<file path="config.mk">
export PLATFORM = sky130hd
export DESIGN_NAME = fetch_top
export DESIGN_NICKNAME = d
export VERILOG_FILES = /design/src/source/fetch_pkg.sv /design/src/source/axi_pkg.sv /design/src/source/axi_read_if.sv /design/src/source/fetch_top.sv /design/src/source/predecode.sv /design/src/source/icache.sv /design/src/source/pc_stage.sv
export VERILOG_INCLUDE_DIRS = /design/src /design/src/source
export SDC_FILE = /design/constraint.sdc
export NUM_CORES = 1
export LEC_CHECK = 0
export ABC_AREA = 1
export ABC_CLOCK_PERIOD_IN_PS = 8520
export BUFFER_PORTS_ARGS = -buffer_cell sky130_fd_sc_hd__buf_2
export CAP_MARGIN = 20
export CORE_MARGIN = 2
export CORE_UTILIZATION = 59
export DETAILED_ROUTE_END_ITERATION = 8
export PLACE_DENSITY_LB_ADDON = 0.08
export SLEW_MARGIN = 25
export SYNTH_ARGS = -nofsm -noshare
export SYNTH_HDL_FRONTEND = slang
export SYNTH_HIERARCHICAL = 1
export SYNTH_SLANG_ARGS = --single-unit
</file>
<file path="constraint.sdc">
create_clock -name clock -period 8.52 [get_ports clock]
set_input_delay 0.426 -clock clock [delete_from_list [all_inputs] [get_ports clock]]
set_output_delay 0.426 -clock clock [all_outputs]
set_load 0.03 [all_outputs]
</file>
<file path="src/source/fetch_config.svh">
`ifndef FETCH_CONFIG_SVH
`define FETCH_CONFIG_SVH

// fetch address width
`define FETCH_ADDR_W 32

// byte offset within a 16 byte line
`define FETCH_OFFSET_W 4

// set index for four sets
`define FETCH_INDEX_W 2

// AXI read data width
`define FETCH_BUS_W 64

`endif
</file>
<file path="src/source/fetch_pkg.sv">
package fetch_pkg;

  `include "fetch_config.svh"

  typedef struct packed {
    logic [6:0] funct7;
    logic [4:0] rs2;
    logic [4:0] rs1;
    logic [2:0] funct3;
    logic [4:0] rd;
    logic [6:0] opcode;
  } rtype_t;

  // conditional branch layout with the immediate split around the registers
  typedef struct packed {
    logic       imm12;
    logic [5:0] imm10_5;
    logic [4:0] rs2;
    logic [4:0] rs1;
    logic [2:0] funct3;
    logic [3:0] imm4_1;
    logic       imm11;
    logic [6:0] opcode;
  } btype_t;

  typedef union packed {
    rtype_t rtype;
    btype_t btype;
  } inst_word_u;

  typedef enum logic [1:0] {
    class_other,
    class_branch,
    class_jump
  } inst_class_t;

  typedef struct packed {
    logic [`FETCH_ADDR_W-1:0] pc;
    inst_word_u               word;
    inst_class_t              iclass;
    logic signed [31:0]       imm;
  } fetch_out_t;

endpackage

</file>
<file path="src/source/axi_pkg.sv">
package axi_pkg;

  // burst length, beats minus one
  typedef logic [7:0] axi_len_t;

  // log2 of bytes per beat
  typedef logic [2:0] axi_size_t;

  typedef enum logic [1:0] {
    burst_fixed = 2'b00,
    burst_incr  = 2'b01,
    burst_wrap  = 2'b10
  } axi_burst_t;

  // icache issues a single transaction id
  typedef logic [3:0] axi_id_t;

endpackage

</file>
<file path="src/source/axi_read_if.sv">
`timescale 1ns/1ps

`include "fetch_config.svh"

interface axi_read_if import axi_pkg::*; ();

  // read address channel
  logic [`FETCH_ADDR_W-1:0] araddr;
  axi_len_t                 arlen;
  axi_size_t                arsize;
  axi_burst_t               arburst;
  axi_id_t                  arid;
  logic                     arvalid;
  logic                     arready;

  // read data channel
  logic [`FETCH_BUS_W-1:0]  rdata;
  logic                     rlast;
  logic                     rvalid;
  logic                     rready;

  modport master (
    output araddr, arlen, arsize, arburst, arid, arvalid, rready,
    input  arready, rdata, rlast, rvalid
  );

  modport slave (
    input  araddr, arlen, arsize, arburst, arid, arvalid, rready,
    output arready, rdata, rlast, rvalid
  );

endinterface

</file>
<file path="src/source/fetch_top.sv">
`timescale 1ns/1ps

`include "fetch_config.svh"

module fetch_top import axi_pkg::*, fetch_pkg::*; (
  input  logic                     clock,
  input  logic                     reset,
  input  logic [`FETCH_ADDR_W-1:0] boot_pc,
  input  logic                     redirect,
  input  logic [`FETCH_ADDR_W-1:0] redirect_pc,
  input  logic                     stall,

  output logic [`FETCH_ADDR_W-1:0] axi_araddr,
  output axi_len_t                 axi_arlen,
  output axi_size_t                axi_arsize,
  output axi_burst_t               axi_arburst,
  output axi_id_t                  axi_arid,
  output logic                     axi_arvalid,
  input  logic                     axi_arready,
  input  logic [`FETCH_BUS_W-1:0]  axi_rdata,
  input  logic                     axi_rlast,
  input  logic                     axi_rvalid,
  output logic                     axi_rready,

  output logic                     out_valid,
  output logic [`FETCH_ADDR_W-1:0] out_pc,
  output logic [31:0]              out_word,
  output inst_class_t              out_class,
  output logic signed [31:0]       out_imm,
  output logic [15:0]              refill_count
);

  logic [`FETCH_ADDR_W-1:0] fetch_pc;
  logic                     hit;
  inst_word_u               word;
  fetch_out_t               fetched;

  axi_read_if i_axi ();

  pc_stage i_pc_stage (
    .clock       (clock),
    .reset       (reset),
    .boot_pc     (boot_pc),
    .redirect    (redirect),
    .redirect_pc (redirect_pc),
    .stall       (stall),
    .hit         (hit),
    .fetch_pc    (fetch_pc)
  );

  icache i_icache (
    .clock        (clock),
    .reset        (reset),
    .fetch_pc     (fetch_pc),
    .hit          (hit),
    .word         (word),
    .refill_count (refill_count),
    .mem          (i_axi.master)
  );

  predecode i_predecode (
    .clock     (clock),
    .reset     (reset),
    .fetch_pc  (fetch_pc),
    .hit       (hit),
    .stall     (stall),
    .word      (word),
    .out_valid (out_valid),
    .out       (fetched)
  );

  // bundle to flat AXI pins
  assign axi_araddr    = i_axi.araddr;
  assign axi_arlen     = i_axi.arlen;
  assign axi_arsize    = i_axi.arsize;
  assign axi_arburst   = i_axi.arburst;
  assign axi_arid      = i_axi.arid;
  assign axi_arvalid   = i_axi.arvalid;
  assign axi_rready    = i_axi.rready;
  assign i_axi.arready = axi_arready;
  assign i_axi.rdata   = axi_rdata;
  assign i_axi.rlast   = axi_rlast;
  assign i_axi.rvalid  = axi_rvalid;

  assign out_pc    = fetched.pc;
  assign out_word  = fetched.word;
  assign out_class = fetched.iclass;
  assign out_imm   = fetched.imm;

endmodule

</file>
<file path="src/source/predecode.sv">
`timescale 1ns/1ps

`include "fetch_config.svh"

module predecode import fetch_pkg::*; (
  input  logic                     clock,
  input  logic                     reset,
  input  logic [`FETCH_ADDR_W-1:0] fetch_pc,
  input  logic                     hit,
  input  logic                     stall,
  input  inst_word_u               word,
  output logic                     out_valid,
  output fetch_out_t               out
);

  localparam logic [6:0] op_branch = 7'b1100011;
  localparam logic [6:0] op_jal    = 7'b1101111;
  localparam logic [6:0] op_jalr   = 7'b1100111;

  logic               accept;
  inst_class_t        next_class;
  logic signed [31:0] next_imm;

  assign accept = hit && !stall;

  always_comb begin
    next_class = class_other;
    next_imm   = '0;
    case (word.rtype.opcode)
      op_branch: begin
        next_class = class_branch;
        next_imm   = {{19{word.btype.imm12}}, word.btype.imm12, word.btype.imm11,
                      word.btype.imm10_5, word.btype.imm4_1, 1'b0};
      end
      op_jal: begin
        // J format scattered over the rtype fields
        next_class = class_jump;
        next_imm   = {{11{word.rtype.funct7[6]}}, word.rtype.funct7[6],
                      word.rtype.rs1, word.rtype.funct3, word.rtype.rs2[0],
                      word.rtype.funct7[5:0], word.rtype.rs2[4:1], 1'b0};
      end
      op_jalr: begin
        next_class = class_jump;
        next_imm   = {{20{word.rtype.funct7[6]}}, word.rtype.funct7, word.rtype.rs2}; // I format
      end
      default: ;
    endcase
  end

  always_ff @(posedge clock) begin
    if (reset) begin
      out_valid <= 1'b0;
    end else begin
      out_valid <= accept; // one pulse per accepted fetch
    end
  end

  always_ff @(posedge clock) begin
    if (accept) begin
      out.pc     <= fetch_pc;
      out.word   <= word;
      out.iclass <= next_class;
      out.imm    <= next_imm;
    end
  end

endmodule

</file>
<file path="src/source/icache.sv">
`timescale 1ns/1ps

`include "fetch_config.svh"

module icache import axi_pkg::*, fetch_pkg::*; (
  input  logic                     clock,
  input  logic                     reset,
  input  logic [`FETCH_ADDR_W-1:0] fetch_pc,
  output logic                     hit,
  output inst_word_u               word,
  output logic [15:0]              refill_count,
  axi_read_if.master               mem
);

  localparam int TAG_W          = `FETCH_ADDR_W - `FETCH_OFFSET_W - `FETCH_INDEX_W;
  localparam int SETS           = 1 << `FETCH_INDEX_W;
  localparam int WORD_OFF_W     = `FETCH_OFFSET_W - 2;
  localparam int WORDS          = 1 << WORD_OFF_W;
  localparam int BUS_BYTES_W    = $clog2(`FETCH_BUS_W / 8);
  localparam int BEAT_W         = `FETCH_OFFSET_W - BUS_BYTES_W;
  localparam int WORDS_PER_BEAT = `FETCH_BUS_W / 32;

  typedef enum logic [2:0] {
    s_idle     = 3'b001,
    s_request  = 3'b010,
    s_response = 3'b100
  } state_t;

  state_t state, state_next;

  logic [SETS-1:0]  line_valid;
  logic [TAG_W-1:0] line_tag  [SETS];
  logic [31:0]      line_data [SETS][WORDS];

  logic [TAG_W-1:0]          fetch_tag;
  logic [`FETCH_INDEX_W-1:0] fetch_index;
  logic [WORD_OFF_W-1:0]     fetch_word;
  logic                      lookup_match;

  // line under refill stays put across a redirect
  logic [TAG_W-1:0]          miss_tag;
  logic [`FETCH_INDEX_W-1:0] miss_index;
  logic [BEAT_W-1:0]         beat;

  logic start_refill;
  logic addr_fire;
  logic beat_fire;

  assign fetch_tag   = fetch_pc[`FETCH_ADDR_W-1 -: TAG_W];
  assign fetch_index = fetch_pc[`FETCH_OFFSET_W +: `FETCH_INDEX_W];
  assign fetch_word  = fetch_pc[2 +: WORD_OFF_W];

  assign lookup_match = line_valid[fetch_index] && (line_tag[fetch_index] == fetch_tag);
  assign hit  = (state == s_idle) && lookup_match; // no hits while a line is being filled
  assign word = line_data[fetch_index][fetch_word];

  assign start_refill = (state == s_idle) && !lookup_match;
  assign addr_fire    = mem.arvalid && mem.arready;
  assign beat_fire    = mem.rvalid && mem.rready;

  always_ff @(posedge clock) begin
    if (reset) begin
      state <= s_idle;
    end else begin
      state <= state_next;
    end
  end

  always_comb begin
    state_next = state;
    unique case (state)
      s_idle:     if (start_refill) state_next = s_request;
      s_request:  if (mem.arready) state_next = s_response;
      s_response: if (beat_fire && mem.rlast) state_next = s_idle;
      default:    state_next = s_idle;
    endcase
  end

  always_ff @(posedge clock) begin
    if (reset) begin
      beat <= '0;
    end else if (start_refill) begin
      beat <= fetch_pc[BUS_BYTES_W +: BEAT_W]; // critical beat goes first
    end else if (beat_fire) begin
      beat <= beat + 1'b1; // wraps with the burst
    end
  end

  always_ff @(posedge clock) begin
    if (start_refill) begin
      miss_tag   <= fetch_tag;
      miss_index <= fetch_index;
    end
  end

  assign mem.arvalid = (state == s_request);
  assign mem.araddr  = {miss_tag, miss_index, beat, {BUS_BYTES_W{1'b0}}};
  assign mem.arlen   = axi_len_t'((1 << BEAT_W) - 1);
  assign mem.arsize  = axi_size_t'(BUS_BYTES_W);
  assign mem.arburst = burst_wrap;
  assign mem.arid    = '0;
  assign mem.rready  = (state == s_response);

  // each beat fills two adjacent words
  always_ff @(posedge clock) begin
    if (beat_fire) begin
      for (int h = 0; h < WORDS_PER_BEAT; h++) begin
        line_data[miss_index][WORD_OFF_W'(beat * WORDS_PER_BEAT + h)] <= mem.rdata[h*32 +: 32];
      end
      if (mem.rlast) begin
        line_tag[miss_index] <= miss_tag;
      end
    end
  end

  always_ff @(posedge clock) begin
    if (reset) begin
      line_valid <= '0;
    end else if (beat_fire && mem.rlast) begin
      line_valid[miss_index] <= 1'b1;
    end
  end

  always_ff @(posedge clock) begin
    if (reset) begin
      refill_count <= '0;
    end else if (addr_fire) begin
      refill_count <= refill_count + 16'd1;
    end
  end

  // memory side must not push data the cache never asked for
  a_beat_in_response: assert property (
    @(posedge clock) disable iff (reset)
    mem.rvalid |-> state == s_response
  );

endmodule

</file>
<file path="src/source/pc_stage.sv">
`timescale 1ns/1ps

`include "fetch_config.svh"

module pc_stage (
  input  logic                     clock,
  input  logic                     reset,
  input  logic [`FETCH_ADDR_W-1:0] boot_pc,
  input  logic                     redirect,
  input  logic [`FETCH_ADDR_W-1:0] redirect_pc,
  input  logic                     stall,
  input  logic                     hit,
  output logic [`FETCH_ADDR_W-1:0] fetch_pc
);

  logic [`FETCH_ADDR_W-1:0] pc;
  logic                     advance;

  assign advance = hit && !stall; // word accepted by predecode this edge

  always_ff @(posedge clock) begin
    if (reset) begin
      pc <= boot_pc;
    end else if (redirect) begin
      pc <= redirect_pc; // external target beats sequential step
    end else if (advance) begin
      pc <= pc + `FETCH_ADDR_W'(4);
    end
  end

  assign fetch_pc = pc;

  // a misaligned boot or redirect target would fetch the wrong word of a line
  a_pc_aligned: assert property (
    @(posedge clock) disable iff (reset)
    fetch_pc[1:0] == 2'b00
  );

endmodule

</file>
==> results of run 1 <==
-- kinds of logic after synthesis --
| family | Yosys count | synth area share (%) |
|---|---|---|
| XOR/XNOR | 3 | 0.07974 |
| flip-flops | 788 | 71.04 |
| adder cells (fa/ha/maj) | 2 | 0.07592 |
| buffers and inverters | 328 | 4.597 |
| other | 2 | 0.02279 |
| AND/OR/NAND/NOR | 1152 | 14.73 |
| AO/OA/AOI/OAI | 516 | 9.457 |
-- routing by layer --
metal	track usage, %	routed length (um)	vias up
li1	-	-	10420
met1	39.54	34420	11270
met2	49.19	41870	976
met3	5.212	6605	167
met4	11.03	2842	6
met5	0	41	-
-- registers in the layout (all words and copies together), names as in the netlist --
name                   cells
i_icache/line_data       512
i_icache/line_valid        4
i_icache/beat              1
i_pc_stage/fetch_pc       32
i_icache/refill_count     16
i_icache/state             3
i_icache/miss_tag         26
i_icache/miss_index        2
i_predecode/out           87
i_icache/line_tag        104
i_predecode/out_valid      1
-- placed cells by master, fill, tap and decap left out, types with 5 or more instances in the layout --
master,Yosys,final
edfxtp_1,763,763
o22ai_1,19,19
nor3_1,7,7
inv_1,132,132
clkinv_2,0,11
clkbuf_16,0,81
o21ai_1,30,30
o21bai_1,10,10
nor2_4,9,24
and2_1,6,6
inv_2,8,6
nand3b_1,15,15
o221ai_1,109,109
buf_4,50,27
nand2_2,6,6
o211ai_1,25,25
dfxtp_1,25,25
nor2_2,11,12
clkinv_1,0,26
bufinv_16,0,5
o21ai_0,306,305
clkbuf_1,95,10
diode_2,0,7
a21oi_1,13,13
buf_2,35,280
nand3_1,228,228
nor2_1,366,350
conb_1,2,20
nand2_1,492,492
-- report_power, final --
part	total, uW	leakage [uW]	switching [uW]	internal [uW]
registers	4430	0.00714	85.9	4350
clock network	3340	0.00121	1440	1900
logic	927	0.00503	685	241
total	8700	0.0134	2210	6480
-- layout make-up --
cell class | instances | area [sq um] | share of cell area (%)
Sequential cell | 788 | 23410 | 62.73
Multi-Input combinational cell | 1693 | 8217 | 22.01
Clock buffer | 91 | 2064 | 5.531
Timing Repair Buffer | 313 | 1722 | 4.613
Tap cell | 748 | 935.9 | 2.508
Inverter | 140 | 535.5 | 1.435
Clock inverter | 51 | 419.2 | 1.123
Antenna cell | 7 | 17.52 | 0.04693
-- metrics by stage --
stage,util [%],cells,cell area (sq um)
after floorplan,-,2809,33030
after global placement,62.97,3680,34760
after detailed placement,63.08,3682,34820
after CTS,67.58,3824,37300
after global routing,67.61,3829,37320
final,67.61,3831,37320
-- critical path: stages, from the launching register on --
cell and delay (ns):
edfxtp_1 0.44, buf_4 0.35, inv_8 0.59, nand2_1 0.16
nand2_1 0.10, nand2_1 0.07, nand2_1 0.14, nor2_1 0.05
nor2_1 0.10, nand2_1 0.07, nor2_1 0.10, nand2_1 0.11
nor2_2 0.17, nand2_1 0.09, inv_1 0.08, inv_1 0.07
nor2_4 0.60, buf_4 0.87
-- worst paths after layout --
kind	endpoint	slack [ns]
worst max-delay path	i_predecode/out[48]$_DFFE_PP_	3.83
worst min-delay path	i_icache/line_data[2][46]$_DFFE_PP_	0.08
worst max register to register	i_predecode/out[48]$_DFFE_PP_	3.83
worst min register to register	i_predecode/out[67]$_DFFE_PP_	0.42
==> results by stage, run 1 <==
Status:
- The run finished with clean final reports.

Final layout:
- The area growth from synthesis to final layout is 13.25%.
- The count of fill cells added during filler insertion is 4109.
- Of the cells placed in the final design, the portion with a size suffix greater than 1 is 15.51%.
- At the end of the flow, the number of nets in the layout was 3152.

Worst setup path:
- The start point of the critical path is i_pc_stage/fetch_pc[4]$_DFFE_PP_.
- The data arrival time of the critical path is 4.93 ns.
- The worst register-to-register path begins at i_pc_stage/fetch_pc[4]$_DFFE_PP_.
- The data required time at the worst endpoint is 8.76 ns.
- Of all nets on the critical path, the largest fanout is 127.
- The setup path with the least slack is of type flip-flop to flip-flop.
- The worst setup path is launched from a flip-flop.
- The kind of capture point of the worst setup path is a flip-flop.
- Measured in cells, the most critical reg-to-reg path has a length of 17.

CTS:
- The root cell of the clock tree is clkbuf_16.
- In this run, post-CTS hold repair placed 0 buffers.
- The buffers inserted during post-CTS setup optimization is 0.
- The H-tree was split into 3 levels.
- The buffer depth of the longest clock path is 3.
- TritonCTS built the clock tree.
- The number of gates resized after CTS was 0.
- Clock-pin slew was measured on the worst setup and hold paths at 0.06 ns.
- The TritonCTS buffer count is 79.
- The clock latency at the later pin of the worst-skew pair is 0.63 ns.
- The clock drives 788 sinks.

Timing:
- Setup repair after global routing left no endpoint under its margin.
- The maximum clock rate is 213.1 MHz.
- After layout, the minimum clock period comes to 4.693 ns.
- The final worst-path setup slack is 3.827 ns.
- For the final routed database, the setup TNS stands at 0 ns.
- The worst clock skew on the final layout is 0.02110 ns.
- The worst path uses 55.08% of the clock period.
- The count of final max-slew check failures was 0.
- The count of final setup violators is 0.
- At the pin with the least slew margin, the transition time is 1.084 ns.
- In this run the tightest slew margin relative to its limit is 27.76%.
- The final hold violation count came to 0.
- Hold timing on the final database bottoms out at a slack of 0.08206 ns.

Floorplan:
- The die is 240.4 um tall.
- The number of core rows is 86.
- The die covers 57770 sq um.
- The width of the chip is 240.4 um.
- The effective utilization at floorplan is 59.71%.
- In this run the standard cell core region covers 55200 sq um.
- 301 I/O pins were placed.

Logic synthesis:
- In the post-synthesis netlist, the biggest area contributors are edfxtp_1 (70%), nand2_1 (5.6%), o21ai_0 (4.6%).
- The prevailing post-synth register cell is edfxtp_1.
- Counting flops and latches in the post-synthesis netlist gives 788.
- The synthesized netlist cell count is 2791.
- The part of the Yosys area used for sequential elements is 71.04%.
- The dominant cell type by area after synthesis is edfxtp_1.
- Ranked by instance count, the synthesized netlist is headed by edfxtp_1 (763), nand2_1 (492), nor2_1 (366).
- In the post-synthesis netlist, the cell with the most instances is edfxtp_1.
- The mean instance size in the synthesized netlist is 11.81 sq um.
- Summed over its instances, the top area cell type makes up 69.52% of the synthesized netlist area.
- Of all flip-flops after synthesis, the portion carrying an async set or reset was 0%.
- Yosys mapped the design onto 39 distinct sky130hd cell types.
- The mapped netlist covers 32960 sq um.
- The synthesis warning total is 6.
- The number of enable-type register cells in the synthesized netlist is 763.

Global routing:
- The number of antenna violations at the first check in global routing was 10.
- Across every metal layer, demand over resource in global routing totals 29.66%.
- Entering global routing, the biggest net connects 162 pins.
- The wire length of the first global-routing pass is 127.8 mm.
- The number of global-route vias before repair is 21.84k.
- The remaining global-route overflow is 0.

Drt:
- The detailed-route wire length is 85.78 mm.
- The first routing iteration left 2401 violations.
- The DRC violation count after routing is 0.
- The average vias per placed instance is 5.961.
- The final routed wire length divided by cell count is 22.39 um.
- The detailed-route via count is 22.84k.
- The first-pass iteration count of the detailed router is 6.
- In this run the remaining antenna-violating nets after routing total 0.

Hold path:
- Along the worst hold path, the cell count comes to 1.
- The worst hold-check path type is input pin to flip-flop.
- In this run the most critical hold path is launched from axi_rdata[14].

Run:
- The max-cap check violation count is 0.

Pwr:
- The power after layout is 8695 uW.
- IR analysis of the VDD net gives a maximum drop of 203.7 uV.
- The leakage dissipation is 0.01338 uW.
- The total power per unit cell area is 233.0 nW/um^2.

Placement:
- During placement, the flow inserted port buffers numbering 280.
- The post-place setup slack is 3.848 ns.
- Detailed placement finished with a half-perimeter wire length of 49.24 mm.
- The weighted congestion at the end of routability-driven global placement is 0.8852.
Note: power is estimated with default switching activity, not from simulation.
==> run 2: changes to the inputs <==
--- a/config.mk
+++ b/config.mk
@@ -7,7 +7,7 @@
 export NUM_CORES = 1
 export LEC_CHECK = 0
 export ABC_AREA = 1
-export ABC_CLOCK_PERIOD_IN_PS = 8520
+export ABC_CLOCK_PERIOD_IN_PS = 4900
 export BUFFER_PORTS_ARGS = -buffer_cell sky130_fd_sc_hd__buf_2
 export CAP_MARGIN = 20
 export CORE_MARGIN = 2
==> constraint.sdc (replaced) <==
create_clock -name clock -period 4.9 [get_ports clock]
set_input_delay 0.245 -clock clock [delete_from_list [all_inputs] [get_ports clock]]
set_output_delay 0.245 -clock clock [all_outputs]
set_load 0.03 [all_outputs]
==> run 2 against run 1 <==
Largest cell class unchanged. Power rose by 79%. Critical endpoint is now i_predecode/out[5]$_DFFE_PP_. Critical path type unchanged. Count of clock-buffer cells in the layout rose by 11. Maximum frequency rose by 21%.
==> results by stage, run 2 (synthesis gave the netlist of run 1 again) <==
Run:
- The max-cap check violation count is 0 (unchanged).

Final layout:
- The number of flip-flops under the largest register name came to 512 (unchanged).
- The net count reported at finish came to 3217 (+2.1%).
- Compared with the post-synthesis result, the final layout area differs by 15.83%.
- The top cell types in the final layout, fill and taps aside, are edfxtp_1 (763), nand2_1 (492), nor2_1 (350), o21ai_0 (305), buf_2 (280).
- Counting flops per register, the top entry is i_icache/line_data.
- The library cell used most frequently in the layout, excluding fill and tap cells, is edfxtp_1.
- The largest registers in the layout are i_icache/line_data: 512 flops, i_icache/line_tag: 104 flops, i_predecode/out: 87 flops.
- The number of cells in the finished layout apart from fillers is 3896 (+1.7%).
- The layout cell share with drive strength beyond 1 came to 15.71% (+0.20 points).

Timing:
- The remaining max-slew budget at the tightest pin came to 24.28% (-3.5 points).
- The final hold violation count is 0 (unchanged).
- The final-layout worst hold slack is 0.01931 ns (-0.06275 ns).
- The count of final max-slew check failures came to 0 (unchanged).
- The transition at the pin with the smallest max-transition slack was 1.136 ns (+0.05221 ns).
- The count of final setup violators came to 0 (unchanged).
- The post-layout minimum cycle time is 3.876 ns (-0.8168 ns).
- The summed negative setup slack over all endpoints is 0 ns (unchanged).
- The worst clock skew on the final layout came to 0.02660 ns (+0.005504 ns).
- Setup repair after global routing left no endpoint under its margin.
- The portion of the clock cycle consumed by the worst path in the final layout came to 79.11% (+24 points).
- The maximum clock rate was 258.0 MHz (+21%).

Floorplan:
- The standard cell core area is 55200 sq um (unchanged).
- The vertical extent of the die is 240.4 um (unchanged).
- The die outline area is 57770 sq um (unchanged).
- The number of core rows is 86 (unchanged).
- The width of the chip is 240.4 um (unchanged).
- The count of boundary I/O pins is 301 (unchanged).
- The effective utilization at floorplan is 59.71% (unchanged).

Drt:
- The detailed-route via count is 22.97k (+0.58%).
- The first-pass iteration count of the detailed router is 5 (-1).
- The average vias per placed instance is 5.895 (-1.1%).
- The number of violations reported at the end of detailed-routing iteration 0 is 2401 (unchanged).
- The final routed wire length divided by cell count is 21.95 um (-2.0%).
- The DRC violation count after routing is 0 (unchanged).
- The detailed-route wire length is 85.53 mm (-0.30%).
- The count of nets left with antenna violations after detail routing was 0 (unchanged).

Global routing:
- The largest net degree at the start of global routing is 233 (+44%).
- The number of global-route vias before repair is 22.05k (+0.93%).
- The total routing resource utilization after global routing was 29.61% (-0.051 points).
- The remaining global-route overflow came to 0 (unchanged).
- The number of antenna violations at the first check in global routing is 4 (-6).
- The wire length of the first global-routing pass was 127.8 mm (about the same).

Worst setup path:
- The dominant cell type by count on the critical path is nand2_1.
- The maximum fanout along the worst path is 232 (+83%).
- The data required time at the worst endpoint is 5.14 ns (-3.62 ns).
- The worst setup path is launched from a flip-flop.
- The kind of capture point of the worst setup path is a flip-flop.
- For this design, the slowest cell found on the critical path is buf_12.
- The data arrival time of the critical path came to 4.11 ns (-0.82 ns).
- The delay of the slowest critical-path stage is 0.64 ns (-0.23 ns).
- Traced cell by cell, the critical path runs through buf_12 > nand2_1 > nand3_1 > nand2_1 > nand2_1 > nand2_1 > nor2_1 > nand2_1 > nor2_1 > nand2_1 > nor2_2 > nand2_1 > inv_1 > inv_1 > nor2_4 > buf_4.
- The register-to-register setup slack came to 1.02 ns (-2.80 ns).
- The class of the most critical setup path is flip-flop to flip-flop.

Pwr:
- The peak ir drop on the vdd network is 295.6 uV (+45%).
- The total power per unit cell area is 408.6 nW/um^2 (+75%).
- The leakage dissipation came to 0.01377 uW (+2.9%).

Placement:
- The weighted congestion at the end of routability-driven global placement is 0.9076 (+2.5%).
- The estimated wirelength of the detail-placed design is 49.27 mm (about the same).
- The number of port buffers is 280 (unchanged).
- The cell count after placement is 3685 (+0.081%).

CTS:
- The clock-pin slew on the worst setup and hold paths is 0.06 ns (about the same).
- TritonCTS built the clock tree.
- The number of gates given a new drive strength after cts came to 0 (unchanged).
- The clock latency at the later pin of the worst-skew pair is 0.62 ns (about the same).
- The buffers inserted during post-CTS setup optimization is 0 (unchanged).
- The number of levels the H-tree was split into came to 3 (unchanged).
- The buffer depth of the longest clock path came to 3 (unchanged).
- The TritonCTS sink count was 788 (unchanged).
- CTS placed an instance of clkbuf_16 at the clock tree root.
- The TritonCTS buffer count is 80 (+1.3%).

Status:
- The flow ran to the end, and the final reports show no timing, DRC or antenna violations.

Hold path:
- The path class of the tightest hold or removal check is input pin to flip-flop.
## run 2: cell types whose count changed in the layout (fill, tap and decap cells not counted), moves of 3 or more
cell | before | now
clkinv_1 | 26 | 13
clkinv_2 | 11 | 14
diode_2 | 7 | 3
dlygate4sd3_1 | 0 | 61
clkbuf_8 | 0 | 5
buf_6 | 2 | 5
buf_12 | 2 | 5
clkbuf_1 | 10 | 14
bufinv_16 | 5 | 11
## run 2: cell type report
class	count	area, sq um
timing repair buffer	377	2364
inverter	140	535.5
antenna	3	7.507
multi-input combinational	1693	8217
clock inverter	45	504.2
tap	748	935.9
fill	4001	17030
sequential	788	23410
clock buffer	102	2198
## run 2: repair_timing
| action | 4_1_cts | 5_1_grt |
|---|---|---|
| hold buffers | 61 | 0 |
| setup endpoints to repair | 0 | 0 |
| endpoints found under the hold margin | 278 | 0 |
## run 2: layer usage
metal	wire length, um	up-vias	GRT usage, %
li1	-	10540	-
met1	33240	11220	38.59
met2	42450	1046	50.00
met3	6964	157	4.696
met4	2858	2	12.01
met5	13	-	0
## run 2: worst max-delay path: cells and delay by family (launching register included)
family                 cells  cell delay (ns)
buffers and inverters      4             1.42
AND/OR/NAND/NOR           12             1.29
flip-flops                 1             0.50
## run 2: through the flow
| stage | instance area, sq um | setup slack, ns | power (uW) | utilization (%) |
|---|---|---|---|---|
| floorplan | 33030 | 0.2603 | 8854 | - |
| global placement | 34810 | 1.229 | 9397 | 63.07 |
| detailed placement | 34850 | 1.098 | 9444 | 63.14 |
| CTS | 38170 | 0.9768 | 15670 | 69.14 |
| global route | 38170 | 0.7089 | 16120 | 69.16 |
| finish | 38170 | 1.024 | 15600 | 69.16 |
## run 2: where the power goes
| part | switching (uW) | total [uW] | internal (uW) |
|---|---|---|---|
| Sequential | 153 | 7710 | 7560 |
| Combinational | 1200 | 1660 | 463 |
| Clock | 2480 | 6230 | 3750 |
## run 2: final timing paths
check / to / startpoint / depth (start not counted)
max reg2reg: i_predecode/out[5]$_DFFE_PP_ / i_pc_stage/fetch_pc[4]$_DFFE_PP_ / 16
min: i_pc_stage/fetch_pc[31]$_DFFE_PP_ / boot_pc[31] / 5
max: i_predecode/out[5]$_DFFE_PP_ / i_pc_stage/fetch_pc[4]$_DFFE_PP_ / 16
min reg2reg: i_predecode/out[67]$_DFFE_PP_ / i_pc_stage/fetch_pc[1]$_DFFE_PP_ / 0
==> run 3: changes to the inputs <==
--- a/config.mk
+++ b/config.mk
@@ -7,7 +7,7 @@
 export NUM_CORES = 1
 export LEC_CHECK = 0
 export ABC_AREA = 1
-export ABC_CLOCK_PERIOD_IN_PS = 4900
+export ABC_CLOCK_PERIOD_IN_PS = 3930
 export BUFFER_PORTS_ARGS = -buffer_cell sky130_fd_sc_hd__buf_2
 export CAP_MARGIN = 20
 export CORE_MARGIN = 2
==> constraint.sdc (replaced) <==
create_clock -name clock -period 3.93 [get_ports clock]
set_input_delay 0.1965 -clock clock [delete_from_list [all_inputs] [get_ports clock]]
set_output_delay 0.1965 -clock clock [all_outputs]
set_load 0.03 [all_outputs]
==> run 3 against run 2 <==
Flip-flop and latch count unchanged. First-iteration DRC count up 1.1%. Clock power up 13%. Non-clock buffer count up 73. Core utilization up 0.84 points. Via count up 1.5%. Final cell count up 1.7%. Register-to-register slack worse by 0.53 ns. Sequential power up 25%.
==> results by stage, run 3 (synthesis gave the netlist of run 1 again) <==
Timing:
- The worst clock skew on the final layout came to 0.02320 ns (-0.003401 ns).
- The final hold violation count came to 0 (unchanged).
- The final worst-path setup slack came to 0.4895 ns (-0.5340 ns).
- Setup repair after global routing left no endpoint under its margin.
- The remaining max-slew budget at the tightest pin came to 35.52% (+11 points).
- The count of final max-slew check failures is 0 (unchanged).
- The maximum clock rate came to 290.7 MHz (+13%).
- The count of final setup violators is 0 (unchanged).
- The portion of the clock cycle consumed by the worst path in the final layout is 87.54% (+8.4 points).
- The transition at the pin with the smallest max-transition slack is 0.9661 ns (-0.1698 ns).
- The summed negative setup slack over all endpoints is 0 ns (unchanged).
- The post-layout minimum cycle time was 3.441 ns (-0.4360 ns).
- The final-layout worst hold slack came to 0.02062 ns (+0.001312 ns).

Floorplan:
- The standard cell core area is 55200 sq um (unchanged).
- The effective utilization at floorplan is 59.71% (unchanged).
- The number of core rows was 86 (unchanged).
- The count of boundary I/O pins is 301 (unchanged).
- The die outline area is 57770 sq um (unchanged).
- The width of the chip is 240.4 um (unchanged).
- The vertical extent of the die is 240.4 um (unchanged).

CTS:
- The TritonCTS buffer count is 79 (-1.3%).
- The root cell of the clock tree is clkbuf_16.
- The buffer depth of the longest clock path is 3 (unchanged).
- The clock latency at the later pin of the worst-skew pair is 0.63 ns (about the same).
- The number of levels the H-tree was split into came to 3 (unchanged).
- The clock tree from TritonCTS is yes.
- The clock-pin slew on the worst setup and hold paths was 0.06 ns (about the same).
- The TritonCTS sink count is 788 (unchanged).

Hold path:
- The worst hold-check path type is input pin to flip-flop.
- The count of cells along the worst hold path came to 3 (-2).

Worst setup path:
- The data required time at the worst endpoint was 4.42 ns (-0.72 ns).
- The class of the most critical setup path is flip-flop to flip-flop.
- The depth of the most critical reg-to-reg path came to 8 (-8).
- STA classifies the critical path startpoint as a flip-flop.
- The data arrival time of the critical path was 3.93 ns (-0.18 ns).
- The register-to-register setup slack is 0.49 ns (-0.53 ns).
- The maximum fanout along the worst path is 93 (-60%).
- STA classifies the critical path endpoint as a flip-flop.

Final layout:
- The layout cell share with drive strength beyond 1 was 15.36% (-0.35 points).
- The count of fill cells added during filler insertion is 3921 (-2.0%).
- The area growth from synthesis to final layout is 17.23%.
- The number of cells in the finished layout apart from fillers came to 3961 (+1.7%).
- The net count reported at finish is 3289 (+2.2%).
- The number of flip-flops under the largest register name came to 512 (unchanged).
- The register with the most flip-flops in the final layout is i_icache/line_data.
- The most common cell after layout, fill and taps aside is edfxtp_1.
- The final cell utilization of the core came to 69.99% (+0.84 points).
- The top cell types in the final layout, fill and taps aside, are edfxtp_1 (763), nand2_1 (492), nor2_1 (350), o21ai_0 (305), buf_2 (280).
- The largest registers in the layout are i_icache/line_data: 512 flops, i_icache/line_tag: 104 flops, i_predecode/out: 87 flops.

Drt:
- The detailed-route via count was 23.32k (+1.5%).
- The final routed wire length divided by cell count is 22.14 um (+0.85%).
- The detailed-route wire length was 87.69 mm (+2.5%).
- The number of violations reported at the end of detailed-routing iteration 0 is 2428 (+1.1%).
- The first-pass iteration count of the detailed router came to 6 (+1).
- The average vias per placed instance came to 5.887 (-0.13%).
- The DRC violation count after routing is 0 (unchanged).
- The count of nets left with antenna violations after detail routing is 0 (unchanged).

Global routing:
- The remaining global-route overflow is 0 (unchanged).
- The total routing resource utilization after global routing is 30.35% (+0.74 points).
- The wire length of the first global-routing pass was 131.1 mm (+2.5%).
- The number of antenna violations at the first check in global routing was 4 (unchanged).
- The number of global-route vias before repair was 22.63k (+2.7%).
- The largest net degree at the start of global routing is 108 (-54%).

Placement:
- The cell count after placement is 3707 (+0.60%).
- The number of port buffers is 280 (unchanged).
- The post-place setup slack came to 0.5417 ns (-0.5567 ns).
- The weighted congestion at the end of routability-driven global placement is 0.9129 (+0.58%).
- The estimated wirelength of the detail-placed design is 51.33 mm (+4.2%).

Pwr:
- The peak ir drop on the vdd network is 437.0 uV (+48%).
- The total power per unit cell area is 487.4 nW/um^2 (+19%).
- The leakage dissipation is 0.01397 uW (+1.5%).

Status:
- The run finished with clean final reports.

Run:
- The max-cap check violation count came to 0 (unchanged).
-- run 3: final timing paths --
kind / startpoint / to
worst max-delay path: i_pc_stage/fetch_pc[4]$_DFFE_PP_ / i_predecode/out[17]$_DFFE_PP_
worst max register to register: i_pc_stage/fetch_pc[4]$_DFFE_PP_ / i_predecode/out[17]$_DFFE_PP_
worst min register to register: i_pc_stage/fetch_pc[0]$_DFFE_PP_ / i_predecode/out[66]$_DFFE_PP_
worst min-delay path: redirect_pc[2] / i_pc_stage/fetch_pc[2]$_DFFE_PP_
-- run 3: power breakdown --
part | switching, uW | internal [uW] | total, uW
registers | 187 | 9420 | 9610
clock network | 3070 | 3990 | 7060
logic | 1530 | 639 | 2160
total | 4780 | 14000 | 18800
-- run 3: cell type report --
class	count	area, sq um	area share, %
antenna	3	7.507	0.01943
clock buffer	111	2170	5.615
clock inverter	28	234.0	0.6056
inverter	140	535.5	1.386
multi-input combinational	1693	8197	21.21
sequential	788	23410	60.60
tap	748	935.9	2.422
timing repair buffer	450	3146	8.141
-- run 3: per-stage QoR --
step / total power, uW / instance area [sq um]
3_3_place_gp: 11750 / 35100
2_1_floorplan: 11040 / 33040
5_1_grt: 19420 / 38640
6_report: 18830 / 38640
3_5_place_dp: 11810 / 35100
4_1_cts: 18880 / 38630
-- run 3: timing repair --
| item | 4_1_cts | 5_1_grt |
|---|---|---|
| endpoints found under the hold margin | 438 | 0 |
| resized for setup | 0 | 0 |
| buffers inserted | 0 | 0 |
| hold buffers | 112 | 0 |
-- run 3: critical path: stages, from the launching register on --
cell and delay, ns:
edfxtp_1 0.52, buf_4 0.60, buf_4 0.87, o21ai_0 0.22, o221ai_1 0.23, nand3_1 0.11, nand2_1 0.29, nand3_2 0.26
nand3_1 0.17
-- run 3: layer usage --
metal	share of wire, %	GRT usage (%)
met5	0.015	0
met4	3.6	12.23
met3	8.1	4.282
met2	49	50.85
met1	39	40.32
